==> src/source/wh_dma_pkg.sv <==
// widths, burst length and memory depth of the wormhole DMA endpoint
// header flit, DMA packet and pending-read source types

package wh_dma_pkg;

  localparam int FLIT_WIDTH = 32;
  localparam int ADDR_WIDTH = 16;
  localparam int CORD_WIDTH = 4;
  localparam int CID_WIDTH  = 2;
  localparam int LEN_WIDTH  = 4;

  // data beats per DMA transfer
  localparam int BURST_LEN  = 4;
  localparam int BEAT_WIDTH = (BURST_LEN > 1) ? $clog2(BURST_LEN) : 1;
  localparam logic [BEAT_WIDTH-1:0] LAST_BEAT = BEAT_WIDTH'(BURST_LEN - 1);

  // backend depth in words
  localparam int MEM_WORDS      = 256;
  localparam int MEM_ADDR_WIDTH = $clog2(MEM_WORDS);

  localparam int FIFO_DEPTH = 2;

  // response header length counts data flits only
  localparam logic [LEN_WIDTH-1:0] RESP_LEN = LEN_WIDTH'(BURST_LEN);

  localparam int HDR_USED_WIDTH = 2 * CORD_WIDTH + 2 * CID_WIDTH + LEN_WIDTH + 1;

  typedef logic [FLIT_WIDTH-1:0] flit_t;

  // cord sits in the low bits of the flit
  typedef struct packed {
    logic [FLIT_WIDTH-HDR_USED_WIDTH-1:0] unused;
    logic                                 write_not_read;
    logic [CID_WIDTH-1:0]                 src_cid;
    logic [CORD_WIDTH-1:0]                src_cord;
    logic [CID_WIDTH-1:0]                 cid;
    logic [LEN_WIDTH-1:0]                 len;
    logic [CORD_WIDTH-1:0]                cord;
  } wh_header_t;

  typedef struct packed {
    logic                  write_not_read;
    logic [ADDR_WIDTH-1:0] addr;
  } dma_pkt_t;

  // where a pending read has to be answered
  typedef struct packed {
    logic [CORD_WIDTH-1:0] src_cord;
    logic [CID_WIDTH-1:0]  src_cid;
  } src_info_t;

endpackage

==> src/source/wh_flit_fifo.sv <==
// small circular FIFO with read and write pointers
// payload type is a parameter for flits and pending read sources

`timescale 1ns/10ps

module wh_flit_fifo #(
  parameter type payload_t = wh_dma_pkg::flit_t
  , parameter int depth_p  = wh_dma_pkg::FIFO_DEPTH
) (
  input  logic     clk_i
  , input  logic     reset_i

  , input  payload_t data_i
  , input  logic     v_i
  , output logic     ready_o

  , output payload_t data_o
  , output logic     v_o
  , input  logic     yumi_i
);

  localparam int ptr_width_lp = (depth_p > 1) ? $clog2(depth_p) : 1;

  payload_t mem_r [depth_p];

  logic [ptr_width_lp-1:0] rd_ptr_r, rd_ptr_n;
  logic [ptr_width_lp-1:0] wr_ptr_r, wr_ptr_n;
  logic full_r;
  logic empty;
  logic enq, deq;

  // full_r tells empty from full when the pointers are equal
  assign empty   = (rd_ptr_r == wr_ptr_r) & ~full_r;
  assign ready_o = ~full_r;
  assign v_o     = ~empty;
  assign data_o  = mem_r[rd_ptr_r];

  assign enq = v_i & ~full_r;
  assign deq = yumi_i;

  assign wr_ptr_n = (wr_ptr_r == ptr_width_lp'(depth_p - 1)) ? '0 : wr_ptr_r + 1'b1;
  assign rd_ptr_n = (rd_ptr_r == ptr_width_lp'(depth_p - 1)) ? '0 : rd_ptr_r + 1'b1;

  always_ff @(posedge clk_i) begin
    if (reset_i) begin
      rd_ptr_r <= '0;
      wr_ptr_r <= '0;
      full_r   <= 1'b0;
    end else begin
      if (enq) begin
        wr_ptr_r <= wr_ptr_n;
      end
      if (deq) begin
        rd_ptr_r <= rd_ptr_n;
      end
      // pointers meet again after a lone write
      if (enq & ~deq) begin
        full_r <= (wr_ptr_n == rd_ptr_r);
      end else if (deq & ~enq) begin
        full_r <= 1'b0;
      end
    end
  end

  always_ff @(posedge clk_i) begin
    if (enq) begin
      mem_r[wr_ptr_r] <= data_i;
    end
  end

  // consumer may only take what is there
  assert property (@(posedge clk_i) disable iff (reset_i) yumi_i |-> v_o);

endmodule

==> config.mk <==
export PLATFORM = sky130hd
export DESIGN_NAME = wh_flit_fifo
export DESIGN_NICKNAME = d
export VERILOG_FILES = /design/src/source/wh_dma_pkg.sv /design/src/source/wh_flit_fifo.sv
export SDC_FILE = /design/constraint.sdc
export NUM_CORES = 1
export LEC_CHECK = 0
export BUFFER_PORTS_ARGS = -buffer_cell sky130_fd_sc_hd__buf_4
export CORE_ASPECT_RATIO = 1.4
export CORE_MARGIN = 2
export CORE_UTILIZATION = 25
export CTS_BUF_LIST = sky130_fd_sc_hd__clkbuf_8
export DETAILED_ROUTE_END_ITERATION = 12
export PLACE_DENSITY = 0.54
export SLEW_MARGIN = 15
export SYNTH_ARGS = -nofsm -noshare
export SYNTH_HDL_FRONTEND = slang
export SYNTH_SLANG_ARGS = --single-unit
==> constraint.sdc <==
create_clock -name clk_i -period 1.9 [get_ports clk_i]
set_clock_uncertainty 0.05 [all_clocks]
set_input_delay 0.285 -clock clk_i [delete_from_list [all_inputs] [get_ports clk_i]]
set_output_delay 0.285 -clock clk_i [all_outputs]
set_load 0.05 [all_outputs]
=== Word level (Yosys, flattened, before mapping) ===
Memories as Yosys holds them, arrays and structs flattened. A register that Yosys moved wholly into a read port is not among the register bits.
Index checks and enable logic that the tools add are counted.

* Add/sub/neg operators: 2
* Multiply operators: 0
* Div/mod/pow operators: 0
* Magnitude comparators: 0
* Equal/unequal tests: 2
* Shift operators: 0
* Muxes and demuxes: 8
* Bitwise logic cells: 8
* Reduce and logical (&&, ||, !) cells: 1

{| class="wikitable"
|+ Operators by type and width
! kind !! count
|-
| $mux 1 || 8
|-
| $and 1x1->1 || 4
|-
| $not 1->1 || 4
|-
| $add 1x1->1 const B || 2
|-
| $eq 1x1->1 || 2
|-
| $reduce_bool 2->1 || 1
|}

* Register bits: 3
* Bits in latches: 0
* RAM bits: 64
* Memory bits (read-only): 0
* Word-level logic and storage cells: 25
* Memories kept: 1

{| class="wikitable"
|+ Memory list
! name !! depth !! bits a word !! read ports !! clocked after Yosys merged registers in !! wr ports !! RTL line !! text
|-
| mem_r || 2 || 32 || 1 || 1 || 1 || wh_flit_fifo.sv:24 || <nowiki>payload_t mem_r [depth_p];</nowiki>
|}

=== Longest topological paths before layout ===
* Word-level depth: 6
* Gate-level depth with buffers: 4
* Gate-level depth less buffers: 4

=== Worst setup path after synthesis ===
No wires, ideal clock.

* Path kind: reg-to-output
* Start: register with a tool-made name
* End: output data_o[21] in the netlist's numbering
* Data arrival time: 1.211 ns
* Slack: 0.354 ns
* Stages on the path, launching flop included: 4
* Path buffers: 2
* Path through: dfxtp_1 clkbuf_1 buf_2 mux2_1

{| class="wikitable"
|+ RTL lines
! element !! RTL line !! text
|-
| to (decl) || wh_flit_fifo.sv:17 || <nowiki>, output payload_t data_o</nowiki>
|}

==> metrics.md <==
| Metric | Value |
|---|---|
| First-pass GRT wire length | `6910 µm` |
| Layout cells sized above 1 | `0.589` |
| Top Ports | `70` |
| Drt wl/cell | `13.4 µm` |
| Most frequent cells in the layout | `buf_4, edfxtp_1, mux2_2, clkbuf_8, inv_1` |
| CP Capture Type | `primary output` |
| WP data arrival | `1.45 ns` |
| CTS tree | `done` |
| Status | `finished, final reports clean` |
| Max_cap viols | `0` |
| Peak Freq | `561 MHz` |
| Final WL | `4580 µm` |
| Placer Congestion | `0.643` |
| Type of origin of the critical path | `flop` |
| Vias in the first global route | `1389` |
| Mean post-synth cell area | `20.7 µm²` |
| Slew Viols, Final | `0` |
| Final min period | `1.78 ns` |
| Worst skew pair latency | `0.34 ns` |
| GR Util All Layers | `0.0916` |
| Mapped Cells | `120` |
| Cell area after layout | `3430 µm²` |
| Port bufs | `69` |
| Hold_ws | `0.0712 ns` |
| DRT Pass-1 Iters | `2` |
| Die Ht | `122 µm` |
| CP Max Fanout | `22` |
| Unrepaired setup endpoints after global routing | `false` |
| Clk sink count | `68` |
| Filler cells | `994` |
| Synth cell types | `16` |
| Setup violators final | `0` |
| Commonest non-fill, non-tap cell in the layout | `buf_4` |
| # nets final | `239` |
| Hold Path Class | `primary input to flop` |
| Placement-stage cell area | `3230 µm²` |
| CTS buffer count | `9` |
| Synth area leader | `edfxtp_1` |
| Worst Max-Slew Pin Slew | `0.275 ns` |
| Crit path kind | `flop to primary output` |
| Top cells by area, synth | `edfxtp_1, mux2_2, dfxtp_1, xnor2_1, mux2_1` |
| Fin Setup TNS | `0 ns` |
| Core ar. | `9790 µm²` |
| CTS HTree Levels | `3` |
| Via-to-Cell Ratio | `3.90` |
| Die ar. | `10800 µm²` |
| Area growth syn-to-layout | `38.3%` |
| Initial antenna violation count | `0` |
| Register Area | `2000 µm²` |
| Final Hold Fails | `0` |
| N_diodes | `0` |
| Clock slew at reported path FFs | `0.07 ns` |
| CP Data Required Time | `1.56 ns` |
| Flops & latches, synth | `68` |
| Max-Slew Margin vs Limit | `0.816` |
| Cts hold-fix bufs | `0` |
| Leak | `1.27 nW` |
| Pwr Density | `1070 nW/µm²` |
| Detailed Place HPWL | `3110 µm` |
| Share of the synthesized area in the top cell type | `0.774` |
| Register area share after synthesis | `0.806` |
| Total area of multi-input combinational cells | `455 µm²` |
| Antenna Nets Post-Route | `0` |
| Drt drc | `0` |
| Synthesis Warnings | `0` |
| Via count of the routed design | `1334` |
| Longest Clk Path Bufs | `2` |
| Largest net degree at the start of global routing | `23` |
| Core Rows | `43` |
| Initial Util | `0.254` |
| Period Utilization, post-route | `0.938` |
| Die Width | `88.2 µm` |
| CTS Root Cell | `clkbuf_8` |
| Grt total ovfl | `0` |
| Cell Area, Synth | `2480 µm²` |
| Maximum VDD drop | `428 µV` |
| Initial DRC count | `33` |
| Post-Syn Nets | `157` |
report_power, final:
| part | switching (mW) | total, mW | internal (mW) |
|---|---|---|---|
| logic | 0.472 | 0.747 | 0.274 |
| registers | 0.0246 | 1.78 | 1.75 |
| clock network | 0.526 | 1.16 | 0.630 |
| total | 1.02 | 3.68 | 2.66 |
metrics by stage:
stage	util	power [mW]	worst slack, ns	cells
CTS	0.350	3.74	0.0306	342
finish	0.351	3.68	0.119	342
detailed placement	0.330	2.57	0.240	326
floorplan	-	2.29	0.354	120
global placement	0.330	2.56	0.326	326
global route	0.351	3.84	0.0367	342
worst paths after layout:
kind,from,endpoint,slack [ns],depth (start not counted)
setup / recovery,flop,data_o[24],0.12,3
hold / removal,data_i[14],mem_r[0][14],0.07,1
setup reg to reg,full_r,full_r,0.29,4
hold reg to reg,full_r,full_r,0.46,2
sequential cells by signal, indices dropped and copies added, names as in the netlist, named ones only:
| signal | flops |
|---|---|
| mem_r | 64 |
| full_r | 1 |
| wr_ptr_r | 1 |
| rd_ptr_r | 1 |
cells by family (layout without fill, tap and decap cells):
kind of cell             Yosys count  count (layout)  share of synthesized area
flip-flops                        68              68                      0.806
AND/OR/NAND/NOR                    9               9                     0.0207
adder cells (fa/ha/maj)            1               1                    0.00504
XOR/XNOR                           3               3                     0.0106
buffers and inverters              6              93                     0.0106
AO/OA/AOI/OAI                      1               1                    0.00201
multiplexers                      32              32                      0.145
synth_stat cells:
cell      number
and2b_2        1
mux2_2        30
and2_2         1
buf_2          3
inv_1          2
xnor2_1        3
or4b_1         1
o21ai_0        1
nor2_1         3
edfxtp_1      64
nand2_1        2
mux2_1         2
clkbuf_1       1
ha_1           1
nor2b_1        1
dfxtp_1        4
what timing repair did:
action	in CTS	in global routing
setup buffers	0	0
resized for setup	0	2
setup endpoints to repair	0	10
area by class of cell:
class	count	area share
flip-flops and latches	68	0.583
repair buffers	75	0.176
multi-input cells	46	0.133
well taps	135	0.0492
clock buffers	10	0.0401
clock inverters	6	0.0168
inverters	2	0.00219
layer usage:
layer | routed length, µm | GRT usage | up-vias | share of wire
met1 | 1670 | 0.0872 | 655 | 0.37
met2 | 2450 | 0.156 | 46 | 0.54
li1 | - | - | 623 | -
met3 | 313 | 0.0373 | 10 | 0.068
met5 | 0 | 0 | - | 0
met4 | 140 | 0.0653 | 0 | 0.031
worst max-delay path, stage by stage (launching register included):
cell and delay (ns):
dfxtp_2 0.36, buf_12 0.18, mux2_2 0.36, buf_4 0.19
Note: power is estimated with default switching activity, not from simulation.
