## src/source/wh_dma_pkg.sv

```systemverilog
// widths, burst length and memory depth of the wormhole DMA endpoint
// header flit, DMA packet and pending-read source types

package wh_dma_pkg;

  localparam int FLIT_WIDTH = 32;
  localparam int ADDR_WIDTH = 16;
  localparam int CORD_WIDTH = 4;
  localparam int CID_WIDTH  = 2;
  localparam int LEN_WIDTH  = 4;

  // data beats per DMA transfer
  localparam int BURST_LEN  = 4;
  localparam int BEAT_WIDTH = (BURST_LEN > 1) ? $clog2(BURST_LEN) : 1;
  localparam logic [BEAT_WIDTH-1:0] LAST_BEAT = BEAT_WIDTH'(BURST_LEN - 1);

  // backend depth in words
  localparam int MEM_WORDS      = 256;
  localparam int MEM_ADDR_WIDTH = $clog2(MEM_WORDS);

  localparam int FIFO_DEPTH = 2;

  // response header length counts data flits only
  localparam logic [LEN_WIDTH-1:0] RESP_LEN = LEN_WIDTH'(BURST_LEN);

  localparam int HDR_USED_WIDTH = 2 * CORD_WIDTH + 2 * CID_WIDTH + LEN_WIDTH + 1;

  typedef logic [FLIT_WIDTH-1:0] flit_t;

  // cord sits in the low bits of the flit
  typedef struct packed {
    logic [FLIT_WIDTH-HDR_USED_WIDTH-1:0] unused;
    logic                                 write_not_read;
    logic [CID_WIDTH-1:0]                 src_cid;
    logic [CORD_WIDTH-1:0]                src_cord;
    logic [CID_WIDTH-1:0]                 cid;
    logic [LEN_WIDTH-1:0]                 len;
    logic [CORD_WIDTH-1:0]                cord;
  } wh_header_t;

  typedef struct packed {
    logic                  write_not_read;
    logic [ADDR_WIDTH-1:0] addr;
  } dma_pkt_t;

  // where a pending read has to be answered
  typedef struct packed {
    logic [CORD_WIDTH-1:0] src_cord;
    logic [CID_WIDTH-1:0]  src_cid;
  } src_info_t;

endpackage

```

## src/source/wh_flit_fifo.sv

```systemverilog
// small circular FIFO with read and write pointers
// payload type is a parameter for flits and pending read sources

`timescale 1ns/10ps

module wh_flit_fifo #(
  parameter type payload_t = wh_dma_pkg::flit_t
  , parameter int depth_p  = wh_dma_pkg::FIFO_DEPTH
) (
  input  logic     clk_i
  , input  logic     reset_i

  , input  payload_t data_i
  , input  logic     v_i
  , output logic     ready_o

  , output payload_t data_o
  , output logic     v_o
  , input  logic     yumi_i
);

  localparam int ptr_width_lp = (depth_p > 1) ? $clog2(depth_p) : 1;

  payload_t mem_r [depth_p];

  logic [ptr_width_lp-1:0] rd_ptr_r, rd_ptr_n;
  logic [ptr_width_lp-1:0] wr_ptr_r, wr_ptr_n;
  logic full_r;
  logic empty;
  logic enq, deq;

  // full_r tells empty from full when the pointers are equal
  assign empty   = (rd_ptr_r == wr_ptr_r) & ~full_r;
  assign ready_o = ~full_r;
  assign v_o     = ~empty;
  assign data_o  = mem_r[rd_ptr_r];

  assign enq = v_i & ~full_r;
  assign deq = yumi_i;

  assign wr_ptr_n = (wr_ptr_r == ptr_width_lp'(depth_p - 1)) ? '0 : wr_ptr_r + 1'b1;
  assign rd_ptr_n = (rd_ptr_r == ptr_width_lp'(depth_p - 1)) ? '0 : rd_ptr_r + 1'b1;

  always_ff @(posedge clk_i) begin
    if (reset_i) begin
      rd_ptr_r <= '0;
      wr_ptr_r <= '0;
      full_r   <= 1'b0;
    end else begin
      if (enq) begin
        wr_ptr_r <= wr_ptr_n;
      end
      if (deq) begin
        rd_ptr_r <= rd_ptr_n;
      end
      // pointers meet again after a lone write
      if (enq & ~deq) begin
        full_r <= (wr_ptr_n == rd_ptr_r);
      end else if (deq & ~enq) begin
        full_r <= 1'b0;
      end
    end
  end

  always_ff @(posedge clk_i) begin
    if (enq) begin
      mem_r[wr_ptr_r] <= data_i;
    end
  end

  // consumer may only take what is there
  assert property (@(posedge clk_i) disable iff (reset_i) yumi_i |-> v_o);

endmodule

```

## src/source/wh_to_dma_bridge.sv

```systemverilog
// wormhole to cache DMA bridge
// send FSM strips the header and issues DMA packets and evict data
// receive FSM wraps fill data into response packets for the requester

`timescale 1ns/10ps

module wh_to_dma_bridge (
  input  logic                                clk_i
  , input  logic                                reset_i

  // wormhole flits from the input buffer
  , input  wh_dma_pkg::flit_t                   flit_i
  , input  logic                                flit_v_i
  , output logic                                flit_ready_o

  // wormhole flits toward the output buffer
  , output wh_dma_pkg::flit_t                   flit_o
  , output logic                                flit_v_o
  , input  logic                                flit_ready_i

  , output logic                                dma_pkt_write_not_read_o
  , output logic [wh_dma_pkg::ADDR_WIDTH-1:0]   dma_pkt_addr_o
  , output logic                                dma_pkt_v_o
  , input  logic                                dma_pkt_yumi_i

  , output wh_dma_pkg::flit_t                   dma_data_o
  , output logic                                dma_data_v_o
  , input  logic                                dma_data_yumi_i

  , input  wh_dma_pkg::flit_t                   dma_data_i
  , input  logic                                dma_data_v_i
  , output logic                                dma_data_ready_o
);

  typedef enum logic [1:0] {
    send_reset,
    send_ready,
    send_dma_pkt,
    send_evict_data
  } send_state_e;

  typedef enum logic [1:0] {
    recv_reset,
    recv_header,
    recv_fill_data
  } recv_state_e;

  send_state_e send_state_r, send_state_n;
  recv_state_e recv_state_r, recv_state_n;

  logic write_not_read_r, write_not_read_n;
  logic [wh_dma_pkg::BEAT_WIDTH-1:0] send_count_r, send_count_n;
  logic [wh_dma_pkg::BEAT_WIDTH-1:0] recv_count_r, recv_count_n;

  wh_dma_pkg::wh_header_t hdr_in;
  wh_dma_pkg::wh_header_t hdr_out;
  wh_dma_pkg::dma_pkt_t   dma_pkt;

  wh_dma_pkg::src_info_t src_info_li, src_info_lo;
  logic src_fifo_v_li, src_fifo_ready_lo;
  logic src_fifo_v_lo, src_fifo_yumi_li;

  assign hdr_in = flit_i;

  // sources of pending reads in request order
  wh_flit_fifo #(
    .payload_t(wh_dma_pkg::src_info_t)
  ) src_fifo (
    .clk_i   (clk_i)
    , .reset_i (reset_i)
    , .data_i  (src_info_li)
    , .v_i     (src_fifo_v_li)
    , .ready_o (src_fifo_ready_lo)
    , .data_o  (src_info_lo)
    , .v_o     (src_fifo_v_lo)
    , .yumi_i  (src_fifo_yumi_li)
  );

  assign src_info_li.src_cord = hdr_in.src_cord;
  assign src_info_li.src_cid  = hdr_in.src_cid;

  // address flit sits at the buffer head while the packet is offered
  assign dma_pkt.write_not_read = write_not_read_r;
  assign dma_pkt.addr           = flit_i[wh_dma_pkg::ADDR_WIDTH-1:0];

  assign dma_pkt_write_not_read_o = dma_pkt.write_not_read;
  assign dma_pkt_addr_o           = dma_pkt.addr;
  assign dma_data_o               = flit_i;

  always_comb begin
    send_state_n     = send_state_r;
    write_not_read_n = write_not_read_r;
    send_count_n     = send_count_r;
    src_fifo_v_li    = 1'b0;
    flit_ready_o     = 1'b0;
    dma_pkt_v_o      = 1'b0;
    dma_data_v_o     = 1'b0;

    case (send_state_r)
      send_reset: begin
        send_state_n = send_ready;
      end
      // take a header only while there is room to remember its source
      send_ready: begin
        flit_ready_o = src_fifo_ready_lo;
        if (flit_v_i & src_fifo_ready_lo) begin
          write_not_read_n = hdr_in.write_not_read;
          src_fifo_v_li    = ~hdr_in.write_not_read;
          send_state_n     = send_dma_pkt;
        end
      end
      send_dma_pkt: begin
        dma_pkt_v_o  = flit_v_i;
        flit_ready_o = dma_pkt_yumi_i;
        if (dma_pkt_yumi_i) begin
          send_state_n = write_not_read_r ? send_evict_data : send_ready;
        end
      end
      send_evict_data: begin
        dma_data_v_o = flit_v_i;
        flit_ready_o = dma_data_yumi_i;
        if (dma_data_yumi_i) begin
          if (send_count_r == wh_dma_pkg::LAST_BEAT) begin
            send_count_n = '0;
            send_state_n = send_ready;
          end else begin
            send_count_n = send_count_r + 1'b1;
          end
        end
      end
      default: begin
        send_state_n = send_reset;
      end
    endcase
  end

  // response header goes back to the requester of the oldest read
  always_comb begin
    hdr_out          = '0;
    hdr_out.len      = wh_dma_pkg::RESP_LEN;
    hdr_out.cord     = src_info_lo.src_cord;
    hdr_out.cid      = src_info_lo.src_cid;
  end

  always_comb begin
    recv_state_n     = recv_state_r;
    recv_count_n     = recv_count_r;
    flit_v_o         = 1'b0;
    flit_o           = hdr_out;
    dma_data_ready_o = 1'b0;
    src_fifo_yumi_li = 1'b0;

    case (recv_state_r)
      recv_reset: begin
        recv_state_n = recv_header;
      end
      recv_header: begin
        flit_v_o = dma_data_v_i & src_fifo_v_lo;
        if (flit_v_o & flit_ready_i) begin
          src_fifo_yumi_li = 1'b1;
          recv_state_n     = recv_fill_data;
        end
      end
      recv_fill_data: begin
        flit_v_o         = dma_data_v_i;
        flit_o           = dma_data_i;
        dma_data_ready_o = flit_ready_i;
        if (dma_data_v_i & flit_ready_i) begin
          if (recv_count_r == wh_dma_pkg::LAST_BEAT) begin
            recv_count_n = '0;
            recv_state_n = recv_header;
          end else begin
            recv_count_n = recv_count_r + 1'b1;
          end
        end
      end
      default: begin
        recv_state_n = recv_reset;
      end
    endcase
  end

  always_ff @(posedge clk_i) begin
    if (reset_i) begin
      send_state_r     <= send_reset;
      recv_state_r     <= recv_reset;
      write_not_read_r <= 1'b0;
      send_count_r     <= '0;
      recv_count_r     <= '0;
    end else begin
      send_state_r     <= send_state_n;
      recv_state_r     <= recv_state_n;
      write_not_read_r <= write_not_read_n;
      send_count_r     <= send_count_n;
      recv_count_r     <= recv_count_n;
    end
  end

  // a write also counts its address flit in len
  assert property (@(posedge clk_i) disable iff (reset_i)
    (send_state_r == send_ready && flit_v_i && flit_ready_o) |->
      (int'(hdr_in.len) == (hdr_in.write_not_read ? wh_dma_pkg::BURST_LEN + 1
                                                  : wh_dma_pkg::BURST_LEN)));

  // offered packet holds until the backend takes it
  assert property (@(posedge clk_i) disable iff (reset_i)
    (dma_pkt_v_o && !dma_pkt_yumi_i) |=> (dma_pkt_v_o && $stable(dma_pkt)));

endmodule

```

## config.mk

```make
export PLATFORM = sky130hd
export DESIGN_NAME = wh_to_dma_bridge
export DESIGN_NICKNAME = d
export VERILOG_FILES = /design/src/source/wh_dma_pkg.sv /design/src/source/wh_flit_fifo.sv /design/src/source/wh_to_dma_bridge.sv
export SDC_FILE = /design/constraint.sdc
export NUM_CORES = 1
export LEC_CHECK = 0
export ABC_AREA = 1
export BUFFER_PORTS_ARGS = -buffer_cell sky130_fd_sc_hd__buf_2
export CORE_MARGIN = 2
export CORE_UTILIZATION = 35
export CTS_BUF_LIST = sky130_fd_sc_hd__clkbuf_16
export DETAILED_ROUTE_END_ITERATION = 10
export MAX_ROUTING_LAYER = met4
export PLACE_DENSITY = 0.83
export SLEW_MARGIN = 20
export SYNTH_ARGS = -nofsm -noshare
export SYNTH_HDL_FRONTEND = slang
export SYNTH_SLANG_ARGS = --single-unit
```

## constraint.sdc

```tcl
create_clock -name clk_i -period 1.7 [get_ports clk_i]
set_clock_uncertainty 0.15 [all_clocks]
set_input_delay 0.085 -clock clk_i [delete_from_list [all_inputs] [get_ports clk_i]]
set_output_delay 0.085 -clock clk_i [all_outputs]
set_load 0.01 [all_outputs]
```

* Word level (Yosys, flattened, before mapping) *
Memory sizes are Yosys's and may differ from the RTL's. A register that Yosys moved wholly into a read port is not among the register bits.
Cells that the tools add are included.

storage, ports and cells
  bits in registers = 12
  memory bits (writable) = 12
  input port bits = 71
  output and inout port bits = 86
  word-level logic and storage cells = 80
  memories = 1

cells by class
  $add $sub $neg = 4
  eq/ne operators = 16
  muxes and demuxes = 30
  bitwise gates (word level) = 13
  reduce and logical (&&, ||, !) cells = 8

memories
  memory          depth  bits a word  read ports  clocked after Yosys merged registers in  wr ports  line                source
  src_fifo.mem_r  2      6            1           1                                        1         wh_flit_fifo.sv:24  payload_t mem_r [depth_p];

operators by type and width
  cell                 number
  $mux 32              1
  $mux 2               10
  $mux 1               15
  $ne 2x2->1 const B   7
  $eq 2x2->1 const B   5
  $and 1x1->1          8
  $pmux 2 s4           1
  $pmux 2 s3           1
  $reduce_and 2->1     3
  $not 1->1            5
  $add 2x1->2 const B  2
  $eq 2x1->1 const B   2
  $logic_not 2->1      2
  $reduce_and 4->1     1
  $pmux 1 s3           1
  $reduce_and 3->1     1
  $add 1x1->1 const B  2
  $eq 1x1->1           2
  $pmux 1 s2           1
  $reduce_bool 2->1    1

* Logic depth before layout (Yosys ltp) *
  depth in word-level cells = 10
  depth in mapped cells = 9
  gate-level depth less buffers = 9

* Modules after synthesis *
Synthesis repeated with hierarchy kept, for this count alone.

unflattened totals
  cells, all modules = 264
  area, all modules = 1935.6 µm²

by module, submodules not included
  module            times used  cells each  area each (µm²)  seq. area each (µm²)
  wh_to_dma_bridge  1           217         1283.7           180.2
  wh_flit_fifo      1           47          651.9            440.4

* Worst setup path before layout *
No wires, ideal clock.

  path kind = register to register
  start = reg send_state_r[1]
  end = mem src_fifo.mem_r[0][0] (netlist name), enable pin
  library setup time = 350 ps
  arrival time = 1187 ps
  required time = 1200 ps
  path slack = 13 ps
  cell stages (with the launch flop) = 7
  path buffers = 0
  clock period less this slack = 1687 ps
  path through = dfxtp_1 inv_1 ha_1 nand3_2 nor2_4 inv_2 nor2_1

between the ends
  word-level cells in the longest chain between the ends = 5

RTL lines
  item                          line                     source
  start, declared               wh_to_dma_bridge.sv:48   send_state_e send_state_r, send_state_n;
  start signal, assigned        wh_to_dma_bridge.sv:185  send_state_r <= send_reset;
  start signal, assigned        wh_to_dma_bridge.sv:191  send_state_r <= send_state_n;
  $eq 2x1->1                    wh_to_dma_bridge.sv:99   case (send_state_r)
  $mux 1                        wh_to_dma_bridge.sv:99
  $and 1x1->1                   wh_flit_fifo.sv:38       assign enq = v_i & ~full_r;
  $mux 1                        wh_flit_fifo.sv:66       if (enq) begin
  $mux 1 (implied by the code)  wh_flit_fifo.sv:67       mem_r[wr_ptr_r] <= data_i;
  end, declared                 wh_flit_fifo.sv:24

Every way passes these cells.

* Worst setup path in the final report *
  start = reg send_state_r[1]
  end = out flit_ready_o

between the ends
  word-level cells in the longest chain between the ends = 2
  elaborated cells on any way between the ends = 4
  classes of those cells = 3 x eq/ne; 1 x mux

RTL lines
  item                                             line                    source
  $eq 2x2->1 / $eq 2x1->1 (equally long branches)  wh_to_dma_bridge.sv:99
  $pmux 1 s3 (*)                                   wh_to_dma_bridge.sv:99
  end, declared                                    wh_to_dma_bridge.sv:14  , output logic flit_ready_o

Mark *: on every way between the ends. The rest lies on a longest branch, timed or not.

==> flow_summary_export.csv <==
group,metric,value,unit
yosys,synth_cells,252,
sta,slew_viol_final,0,
yosys,ys_warn_count,0,
sta,worst_pin_slew,0.271,ns
clocking,clock-sinks,25,
placement,gp_congestion,0.843,
outcome,status,"finished clean",
pwr,power_density,800,nW/µm²
yosys,syn_area_per_cell,7.43,µm²
global_routing,grt_usage,0.169,
finish,area_growth,22.3,%
die,dieHeight,77.1,µm
hold_path,hold_class,"primary input to output pin",
clocking,cts_tree,"built",
global_routing,grt_pass1_vias,1603,
finish,final_area,2290,µm²
finish,fin_util,0.445,
worst_setup_path,crit_type,"flop to output pin",
clocking,insertion_delay,0.26,ns
sta,finalHoldViolations,0,
die,dieArea,5950,µm²
routing,drc_errors,0,
clocking,path_clk_slew,0.06,ns
clocking,clockBufferDepth,2,
sta,setup_viol,0,
clocking,htreeDepth,1,
yosys,ys_top_cells_by_area,"buf_4 (19%), edfxtp_1 (19%), dfxtp_1 (14%)",
placement,placed_area,2080,µm²
flow_run,maxCapViolCount,0,
worst_setup_path,critPathLaunch,"send_state_r[1]",
worst_setup_path,r2r-end,"src_fifo.mem_r[0][1]",
sta,period_needed,1.64,ns
routing,route.antenna.remaining_nets,0,
global_routing,grt_pass1_wl,7720,µm
die,die_x,77.1,µm
sta,min_period_over_period,0.963,
routing,drt_iter0_drc,35,
finish,layoutNonFillerInstCount,382,
worst_setup_path,r2r.worst_path.cells,7,
die,std_cell_rows,26,
sta,slew_headroom,0.819,
worst_setup_path,crit_slowest_cell,"dfxtp_2",
routing,via_per_inst,4.45,
worst_setup_path,cp.required,1.46,ns
routing,num_vias,1701,
pwr,irDropWorstVdd,0.000825,V
die,start_util,0.364,
finish,nets,395,
placement,placed_cells,369,
yosys,syn_area,1870,µm²
routing,firstDrtPassIters,7,
worst_setup_path,crit_path_max_incr_delay,0.35,ns
worst_setup_path,critical_path.top_delay_family,"flip-flops",
global_routing,grt_overflow,0,
worst_setup_path,r2r_start,"send_state_r[1]",
worst_setup_path,startpoint_type,"flop",
worst_setup_path,critPathCaptureType,"output pin",
yosys,synth_cell_types,27,
placement,hpwl,4070,µm
worst_setup_path,crit_arrival,1.40,ns
yosys,yosysSeqAreaShare,0.332,
routing,wire_per_inst,13.2,µm
yosys,ys_ff_latch,25,
die,ios,157,
worst_setup_path,endpoint,"flit_ready_o",
sta,fmax,611,MHz
worst_setup_path,r2r_slack,0.12,ns
finish,antenna_cells,0,
worst_setup_path,crit_chain,"inv_1 > ha_1 > buf_4 > a22oi_1 > a21oi_1 > buf_2",
worst_setup_path,worst-path-buf-inv,3,
yosys,yosysTopAreaCellShare,0.193,
global_routing,grt_max_degree,17,
routing,wl,5060,µm
yosys,yosys.area.top_type,"buf_4",
clocking,root_buffer,"clkbuf_16",
clocking,cts_made_buffers,3,
worst_setup_path,worstSetupPathDepth,6,
finish,final_layout_size_suffix_gt1_frac,0.410,
placement,port_buffers,96,
global_routing,grt_antenna_before_repair,0,
die,core_area,5140,µm²
yosys,syn-num-nets,334,
worst_setup_path,worst-path-max-fanout,4,
pwr,leakagePower,1.35,nW
## cell type report
class                      count  area (µm²)
fill                         532        2850
inverter                      44         166
multi-input combinational    130         717
clock inverter                 1        7.51
sequential                    25         624
clock buffer                   3        75.1
timing repair buffer         109         611
tap                           70        87.6
## how the worst min path moves through the flow
stage / startpoint / end / slack (ns) / cells after the start
2_1_floorplan: flit_i[14] / src_fifo.mem_r[0][0] / 0.03 / 0
3_3_place_gp: flit_i[30] / dma_data_o[30] / 0.02 / 0
3_5_place_dp: flit_i[30] / dma_data_o[30] / 0.02 / 0
4_1_cts: flit_i[30] / dma_data_o[30] / 0.02 / 0
5_1_grt: flit_i[20] / dma_data_o[20] / 0.02 / 0
6_report: flit_i[19] / dma_data_o[19] / 0.02 / 0
## power by group
part           internal [W]  total (W)  switching (W)
sequential         0.000697   0.000744      0.0000466
combinational      0.000256   0.000560       0.000303
clock              0.000319   0.000526       0.000207
## synth_stat cells (all sizes together)
cell and count:
a211oi 1, a21oi 23, a22oi 1, buf 53, clkinv 1, dfxtp 13
edfxtp 12, ha 11, inv 43, nand2 58, nand3 6, nand4 1
nor2 20, nor3 2, o21a 1, o21ai 4, o21bai 1, or2 1
## worst reg2reg max path: stages (launching register included)
cell	delay, ns
dfxtp_2	0.33
inv_1	0.08
ha_1	0.18
nand3_2	0.11
nor2_4	0.14
inv_2	0.07
nor2_1	0.08
buf_4	0.16
## per-layer routing
layer / GRT usage / vias up / share of wire
met3: 0.0376 / 6 / 0.079
met2: 0.342 / 93 / 0.58
li1: - / 847 / -
met5: - / - / 0
met4: 0.0571 / 0 / 0.014
met1: 0.150 / 755 / 0.33
## metrics by stage
step                power [W]  hold slack, ns  setup TNS [ns]  worst slack [ns]
global placement      0.00126          0.0201               0             0.105
detailed placement    0.00127          0.0201               0            0.0623
finish                0.00183          0.0200               0            0.0632
floorplan             0.00118          0.0339               0            0.0129
CTS                   0.00182          0.0201               0            0.0168
global route          0.00196          0.0200        -0.00693          -0.00405
## sequential cells by signal, summed over array words and instances, names as in the netlist, named ones only
signal and flops:
dma_pkt_write_not_read_o 1, recv_count_r 2, recv_state_r 2, send_count_r 2, send_state_r 2, src_fifo.full_r 1
src_fifo.mem_r 12, src_fifo.rd_ptr_r 1, src_fifo.wr_ptr_r 1
## cells by family (layout without fill, tap and decap cells)
logic type                 count (synthesis)  in the layout  synth area share
adders and majority gates                 11             11            0.0735
DFF                                       25             25             0.332
and+or+nand+nor                           88             88             0.210
buffers and inverters                     97            157             0.295
AOI/OAI and AO/OA                         31             31            0.0902
## cell usage in the layout (no fill, tap or decap)
cell	instances
buf_12	1
o21ai_1	1
dlygate4sd3_1	8
nand3_4	1
nand3_1	2
clkbuf_16	3
a22oi_1	1
buf_2	96
edfxtp_1	12
a21oi_2	1
or2_1	1
buf_4	4
nor3_1	2
nand3_2	3
nor2_1	18
o21a_1	1
dfxtp_2	3
clkinv_2	1
o21bai_1	1
inv_2	7
ha_1	10
a211oi_1	1
a21oi_1	22
nand2_2	4
o21ai_0	3
nor2_4	2
ha_4	1
nand2_1	54
nand4_1	1
clkinvlp_4	1
dfxtp_1	10
inv_1	36
## repair_timing
action / in CTS / in global routing
hold buffers: 8 / 0
pin swaps: 0 / 1
cloned: 0 / 0
buffers inserted: 0 / 1
resized for setup: 4 / 6
endpoints found under the setup margin: 34 / 16
hold endpoints to repair: 17 / 0
No activity file was read; power rests on OpenSTA's default activity.
